==> src/design/mul_isa_pkg.sv <==
package mul_isa_pkg;

    // width of an architectural register index
    localparam int unsigned REG_ADDR_W = 5;

    // rv32m multiply group, encoded as funct3[1:0]
    typedef enum logic [1:0] {
        MUL    = 2'b00,
        MULH   = 2'b01,
        MULHSU = 2'b10,
        MULHU  = 2'b11
    } mul_op_e;

    // rs1, rs2 and rd index
    typedef logic [REG_ADDR_W-1:0] reg_addr_t;

endpackage

==> src/design/mul_unit_pkg.sv <==
package mul_unit_pkg;

    // default operand width, 32 or 64
    localparam int unsigned XLEN_DEFAULT = 32;

    // default number of register stages in the multiplier core
    localparam int unsigned STAGES_DEFAULT = 2;

    // controller states, one-hot
    // IDLE accepts a request, BUSY waits for the core, BACK holds the response
    typedef enum logic [2:0] {
        IDLE = 3'b001,
        BUSY = 3'b010,
        BACK = 3'b100
    } mul_state_e;

endpackage

==> src/design/mul_operand_if.sv <==
`timescale 1ns/10ps

interface mul_operand_if
    import mul_unit_pkg::*;
#(
    parameter int unsigned XLEN = XLEN_DEFAULT
) ();

    // request side, owned by the controller
    logic            start;
    logic            flush;
    logic [XLEN-1:0] a;
    logic [XLEN-1:0] b;
    logic            a_signed;
    logic            b_signed;

    // completion side, owned by the core
    logic              done;
    logic [2*XLEN-1:0] product;

    modport ctrl (
        output start,
        output flush,
        output a,
        output b,
        output a_signed,
        output b_signed,
        input  done,
        input  product
    );

    modport core (
        input  start,
        input  flush,
        input  a,
        input  b,
        input  a_signed,
        input  b_signed,
        output done,
        output product
    );

endinterface

==> src/design/mul_array_core.sv <==
`timescale 1ns/10ps

module mul_array_core
    import mul_unit_pkg::*;
#(
    parameter int unsigned XLEN        = XLEN_DEFAULT,
    parameter int unsigned CORE_STAGES = STAGES_DEFAULT
) (
    input logic         clk,
    input logic         rst_n,
    mul_operand_if.core ops
);

    // operands widened by one bit, the extra bit follows the sign flag
    logic signed [XLEN:0]     a_ext;
    logic signed [XLEN:0]     b_ext;
    logic signed [2*XLEN+1:0] full_product;
    logic [2*XLEN-1:0]        mult_lo;

    // payload pipeline and its valid chain
    logic [2*XLEN-1:0]        pipe [CORE_STAGES];
    logic [CORE_STAGES-1:0]   vld;

    assign a_ext = {ops.a_signed & ops.a[XLEN-1], ops.a};
    assign b_ext = {ops.b_signed & ops.b[XLEN-1], ops.b};

    // one signed multiply covers all four sign combinations
    assign full_product = a_ext * b_ext;

    // the top two bits only repeat the sign, the low 2*XLEN bits are the answer
    assign mult_lo = full_product[2*XLEN-1:0];

    // first stage captures on start, later stages move with their valid bit
    always_ff @(posedge clk) begin
        if (ops.start) begin
            pipe[0] <= mult_lo;
        end
        for (int i = 1; i < CORE_STAGES; i++) begin
            if (vld[i-1]) begin
                pipe[i] <= pipe[i-1];
            end
        end
    end

    // valid chain, several items may be in flight
    always_ff @(posedge clk) begin
        if (!rst_n) begin
            vld <= '0;
        end else if (ops.flush) begin
            // drop everything in flight
            vld <= '0;
        end else begin
            vld[0] <= ops.start;
            for (int i = 1; i < CORE_STAGES; i++) begin
                vld[i] <= vld[i-1];
            end
        end
    end

    // an item reaching the end in the flush cycle is discarded as well
    assign ops.done    = vld[CORE_STAGES-1] & ~ops.flush;
    assign ops.product = pipe[CORE_STAGES-1];

endmodule

==> src/design/mul_unit_ctrl.sv <==
`timescale 1ns/10ps

module mul_unit_ctrl
    import mul_isa_pkg::*;
    import mul_unit_pkg::*;
#(
    parameter int unsigned XLEN = XLEN_DEFAULT
) (
    input  logic            clk,
    input  logic            rst_n,
    input  logic            cancel,
    input  logic            req_valid,
    output logic            req_ready,
    output logic            rsp_valid,
    input  logic            rsp_ready,
    input  mul_op_e         op,
    input  reg_addr_t       rs1,
    input  reg_addr_t       rs2,
    input  reg_addr_t       rd,
    input  logic [XLEN-1:0] a,
    input  logic [XLEN-1:0] b,
    output logic [XLEN-1:0] result,
    mul_operand_if.ctrl     core
);

    mul_state_e state_q;
    mul_state_e state_d;

    // decoded request
    logic dec_a_signed;
    logic dec_b_signed;
    logic dec_hi;

    // latched request
    logic [XLEN-1:0] a_q;
    logic [XLEN-1:0] b_q;
    logic            a_signed_q;
    logic            b_signed_q;
    logic            hi_q;

    // stored product and whether it belongs to the latched operands
    logic [2*XLEN-1:0] product_q;
    logic              prod_ok_q;

    logic start_q;
    logic flush_q;
    logic req_ok;
    logic rsp_ok;
    logic reuse;

    // opcode decode
    // MUL counts as signed x signed so it can share a product with MULH
    always_comb begin
        case (op)
            MUL: begin
                dec_a_signed = 1'b1;
                dec_b_signed = 1'b1;
                dec_hi       = 1'b0;
            end
            MULH: begin
                dec_a_signed = 1'b1;
                dec_b_signed = 1'b1;
                dec_hi       = 1'b1;
            end
            MULHSU: begin
                dec_a_signed = 1'b1;
                dec_b_signed = 1'b0;
                dec_hi       = 1'b1;
            end
            MULHU: begin
                dec_a_signed = 1'b0;
                dec_b_signed = 1'b0;
                dec_hi       = 1'b1;
            end
            default: begin
                dec_a_signed = 1'b0;
                dec_b_signed = 1'b0;
                dec_hi       = 1'b0;
            end
        endcase
    end

    assign req_ready = (state_q == IDLE);
    assign rsp_valid = (state_q == BACK);

    assign req_ok = req_valid & req_ready & ~cancel;
    assign rsp_ok = rsp_valid & rsp_ready;

    // same operands and signs, and rd must not clobber a source
    // prod_ok_q guards against a product lost to a cancel
    assign reuse = (a == a_q)
                && (b == b_q)
                && (dec_a_signed == a_signed_q)
                && (dec_b_signed == b_signed_q)
                && (rd != rs1)
                && (rd != rs2)
                && prod_ok_q;

    always_ff @(posedge clk) begin
        if (!rst_n) begin
            state_q <= IDLE;
        end else begin
            state_q <= state_d;
        end
    end

    always_comb begin
        case (state_q)
            IDLE: begin
                if (req_ok && reuse) begin
                    state_d = BACK;
                end else if (req_ok) begin
                    state_d = BUSY;
                end else begin
                    state_d = IDLE;
                end
            end
            BUSY: begin
                // cancel wins over a done in the same cycle
                if (cancel) begin
                    state_d = IDLE;
                end else if (core.done) begin
                    state_d = BACK;
                end else begin
                    state_d = BUSY;
                end
            end
            BACK: begin
                state_d = rsp_ok ? IDLE : BACK;
            end
            default: begin
                state_d = IDLE;
            end
        endcase
    end

    // operand latch, updated on every accepted request
    always_ff @(posedge clk) begin
        if (!rst_n) begin
            a_q        <= '0;
            b_q        <= '0;
            a_signed_q <= 1'b0;
            b_signed_q <= 1'b0;
            hi_q       <= 1'b0;
        end else if (req_ok) begin
            a_q        <= a;
            b_q        <= b;
            a_signed_q <= dec_a_signed;
            b_signed_q <= dec_b_signed;
            hi_q       <= dec_hi;
        end
    end

    // core strobes, both single-cycle pulses
    always_ff @(posedge clk) begin
        if (!rst_n) begin
            start_q <= 1'b0;
            flush_q <= 1'b0;
        end else begin
            start_q <= req_ok & ~reuse;
            flush_q <= (state_q == BUSY) & cancel;
        end
    end

    // full product, both halves kept for later reuse
    always_ff @(posedge clk) begin
        if (!rst_n) begin
            product_q <= '0;
            prod_ok_q <= 1'b1;
        end else if (state_q == BUSY && core.done) begin
            product_q <= core.product;
            prod_ok_q <= 1'b1;
        end else if (req_ok && !reuse) begin
            prod_ok_q <= 1'b0;
        end
    end

    assign core.start    = start_q;
    assign core.flush    = flush_q;
    assign core.a        = a_q;
    assign core.b        = b_q;
    assign core.a_signed = a_signed_q;
    assign core.b_signed = b_signed_q;

    // only changes on accept, so it holds through BACK
    assign result = hi_q ? product_q[2*XLEN-1:XLEN] : product_q[XLEN-1:0];

endmodule

==> src/design/mul_unit_top.sv <==
`timescale 1ns/10ps

module mul_unit_top
    import mul_isa_pkg::*;
    import mul_unit_pkg::*;
#(
    parameter int unsigned XLEN        = XLEN_DEFAULT,
    parameter int unsigned CORE_STAGES = STAGES_DEFAULT
) (
    input  logic            clk,
    input  logic            rst_n,
    input  logic            cancel,
    input  logic            req_valid,
    output logic            req_ready,
    input  mul_op_e         op,
    input  reg_addr_t       rs1,
    input  reg_addr_t       rs2,
    input  reg_addr_t       rd,
    input  logic [XLEN-1:0] a,
    input  logic [XLEN-1:0] b,
    output logic            rsp_valid,
    input  logic            rsp_ready,
    output logic [XLEN-1:0] result
);

    // controller to core link
    mul_operand_if #(
        .XLEN (XLEN)
    ) i_ops ();

    mul_unit_ctrl #(
        .XLEN (XLEN)
    ) i_ctrl (
        .clk       (clk),
        .rst_n     (rst_n),
        .cancel    (cancel),
        .req_valid (req_valid),
        .req_ready (req_ready),
        .rsp_valid (rsp_valid),
        .rsp_ready (rsp_ready),
        .op        (op),
        .rs1       (rs1),
        .rs2       (rs2),
        .rd        (rd),
        .a         (a),
        .b         (b),
        .result    (result),
        .core      (i_ops.ctrl)
    );

    mul_array_core #(
        .XLEN        (XLEN),
        .CORE_STAGES (CORE_STAGES)
    ) i_core (
        .clk   (clk),
        .rst_n (rst_n),
        .ops   (i_ops.core)
    );

endmodule

==> config.mk <==
export PLATFORM = sky130hd
export DESIGN_NAME = mul_unit_top
export DESIGN_NICKNAME = d
export VERILOG_FILES = /design/src/design/mul_isa_pkg.sv /design/src/design/mul_unit_pkg.sv /design/src/design/mul_operand_if.sv /design/src/design/mul_array_core.sv /design/src/design/mul_unit_ctrl.sv /design/src/design/mul_unit_top.sv
export SDC_FILE = /design/constraint.sdc
export NUM_CORES = 2
export LEC_CHECK = 0
export ABC_AREA = 0
export BUFFER_PORTS_ARGS = -buffer_cell sky130_fd_sc_hd__buf_2
export CAP_MARGIN = 20
export CORE_ASPECT_RATIO = 0.7
export CORE_MARGIN = 2
export CORE_UTILIZATION = 46
export DETAILED_ROUTE_END_ITERATION = 7
export MAX_ROUTING_LAYER = met4
export PLACE_DENSITY = 0.63
export SYNTH_ARGS = -nofsm -noshare
export SYNTH_HDL_FRONTEND = slang
export SYNTH_SLANG_ARGS = --single-unit
export TNS_END_PERCENT = 20
==> constraint.sdc <==
create_clock -name clk -period 10.4 [get_ports clk]
set_input_delay 1.04 -clock clk [delete_from_list [all_inputs] [get_ports clk]]
set_output_delay 1.04 -clock clk [all_outputs]
set_load 0.02 [all_outputs]
==> flow_summary.ini <==
[critical_path]
critPathArrivalTime_ns = 9.65
crit_buf_inv = 7
startpoint_type = flip-flop
crit_start = i_ctrl.core.a_signed
cpMaxStageDelayCell = fa_1
max_stage_delay_ns = 0.92
rr_startpoint = i_ctrl.core.a_signed
cp_top_family = adder cells
worstReg2RegEnd = i_core.pipe[0][61]
ff2ff_path_depth = 26
setup.worst_path.end = i_core.pipe[0][61]
critPathRequiredTime_ns = 10.72
cp-end-kind = flip-flop
regToRegSetupSlack_ns = 1.07
worst-path-stages = 26
worstSetupPathType = flip-flop to flip-flop
cp_common_cell = fa_1
worstPathMaxFanout = 20

[layout]
area_growth_pct = 5.97
fin_util_pct = 49.0
final_cell_area_um2 = 51000
instances_no_fill = 6405
drive_gt1_share_pct = 6.49
final_nets = 6439
n_fill_cell = 9690

[sta]
worstMarginPinSlew_ns = 1.17
timing.final.hold_violations = 0
skew_ns = 0.0170
fmax_mhz = 107
drv_slew = 0
layout_min_cycle_time_ns = 9.33
slew_headroom_pct = 22.2
setup-violations-final = 0
fin_setup_tns_ns = 0
period_share_pct = 89.7
rsz0062_at_grt = no

[grt]
first_global_vias = 35600
antenna_found_initial = 10
grt_overflow = 0
grt_usage_pct = 27.4
grt_max_degree = 83
grt_pass1_wl_mm = 216

[synthesis]
synth_common_cells = 1125 x fa_1, 1124 x inv_1, 975 x nand2_1
synthCells = 5088
synth-edff-count = 128
ys_types = 65
synth.most_common_cell = fa_1
synth_ff_type = dfxtp_1
syn_area_um2 = 48100
synthArstFlopShare_pct = 0
synthTopCellsByArea = fa_1 47%, inv_1 8.8%, edfxtp_1 8.0%
synth-seq-cells = 267
avgSynthCellArea_um2 = 9.45
seq_area_frac_synth_pct = 13.8
synth_area_leader_cell = fa_1
yosysWarnings = 0
synth_nets = 6511
synth_top_area_share_pct = 46.8

[power_and_ir_drop]
p_per_area_nw_per_um2 = 61.2
leakagePower_uw = 0.0240
ir_worst_vdd_mv = 0.0950

[floorplanning]
ioPinCount = 120
fp.dieW_um = 390
die_area_um2 = 107000
start_util_pct = 46.3
num_rows = 99
dieHeight_um = 275
fp.coreArea_um2 = 104000

[placed_design]
placed_area_um2 = 50000
dp.cells = 6349
dp_hpwl_mm = 112
gp_congestion = 0.965
portBuffers = 119

[clock_network]
cts_root_buffer = clkbuf_16
postCtsSetupBuffers = 0
cts_resized = 0
cts.clk_slew.worst_paths_ns = 0.09
cts_buffers = 26
cts_hold_buf = 0
clock-sinks = 267
h-tree-depth = 1
worst_skew_pair.late_latency_ns = 0.58
cts_max_path_buffers = 3
cts_tree = built

[detailed_routing]
wire_per_inst_um = 21.5
wirelength_mm = 137
drt_pass1_iterations = 5
routed-via-count = 33800
viasPerCell = 5.27
drc = 0
first_iter_violations = 2839
ant_nets = 0

[flow_run]
drv_cap = 0

[worst_hold_path]
worstHoldPathType = flip-flop to flip-flop

[run_status]
outcome = finished clean
==> worst min path at each step <==
stage | start | endpoint | slack [ns] | cells past startpoint
after floorplan | i_core.pipe[0][0] | i_core.pipe[1][0] | 0.40 | 0
after global placement | i_core.pipe[0][57] | i_core.pipe[1][57] | 0.40 | 0
after detailed placement | i_core.pipe[0][0] | i_core.pipe[1][0] | 0.40 | 0
after CTS | i_core.pipe[0][33] | i_core.pipe[1][33] | 0.41 | 0
after global routing | i_core.pipe[0][33] | i_core.pipe[1][33] | 0.42 | 0
final | i_core.pipe[0][33] | i_core.pipe[1][33] | 0.41 | 0
==> power breakdown <==
part	switching, µW	internal, µW	total (µW)
Clock	474	550	1020
Combinational	591	289	880
Sequential	73.9	1140	1210
==> through the flow <==
stage	total power, µW	setup WS [ns]	hold slack [ns]
global route	3250	0.443	0.418
CTS	3110	1.02	0.406
finish	3120	1.07	0.407
detailed placement	2100	1.08	0.405
floorplan	1730	1.79	0.400
global placement	2080	1.30	0.401
==> cell type report <==
cell class	instances	area, µm²	area share (%)
tap	1363	1710	3.35
inverter	1124	4220	8.28
antenna	6	15.0	0.0295
clock buffer	38	808	1.59
timing repair buffer	219	1430	2.81
sequential	267	6640	13.0
multi-input combinational	3378	36100	70.7
clock inverter	10	91.3	0.179
==> sequential cells by signal, summed over array words and instances (netlist names) <==
register and flops:
i_ctrl.core.b_signed 1, i_ctrl.core.a 32, i_ctrl.prod_ok_q 1, i_ctrl.core.start 1, i_ctrl.state_q 3, i_core.pipe 128, i_ctrl.core.a_signed 1, i_core.vld 2
i_ctrl.core.flush 1, i_ctrl.product_q 64, i_ctrl.core.b 32, i_ctrl.hi_q 1
==> per-layer routing <==
layer / part of all wire (%) / wire length (µm) / track usage (%) / vias to the layer above
li1: - / - / - / 14700
met1: 44 / 60900 / 38.7 / 17500
met2: 42 / 58000 / 38.9 / 1355
met3: 11 / 15000 / 8.28 / 186
met4: 2.6 / 3570 / 6.04 / 0
met5: 0 / 0 / - / -
==> cell usage in the layout, fill, tap and decap left out, types with 9 or more instances in the layout <==
| master | n |
|---|---|
| fa_1 | 1125 |
| buf_4 | 95 |
| a21o_1 | 35 |
| nor3_1 | 12 |
| nor4_1 | 14 |
| nand2b_1 | 9 |
| a21boi_0 | 131 |
| buf_2 | 119 |
| and3_1 | 23 |
| o21bai_1 | 12 |
| mux2_2 | 32 |
| dfxtp_1 | 132 |
| and2_1 | 340 |
| a21oi_1 | 70 |
| nand4_1 | 23 |
| xor2_1 | 56 |
| edfxtp_1 | 128 |
| o21ai_0 | 38 |
| nand3_1 | 17 |
| xnor2_1 | 78 |
| inv_1 | 1124 |
| ha_1 | 212 |
| clkbuf_16 | 28 |
| nor2_1 | 75 |
| nand2_1 | 974 |
==> logic make-up after synthesis <==
kind of cell | Yosys count | share of synthesized area [%]
AND/OR/NAND/NOR | 1522 | 14.3
adder cells (fa/ha/maj) | 1337 | 52.3
flip-flops | 267 | 13.8
XOR/XNOR | 134 | 2.44
AO/OA/AOI/OAI | 352 | 5.05
buffers and inverters | 1443 | 11.3
multiplexers | 33 | 0.770
(Power assumes the default switching activity.)
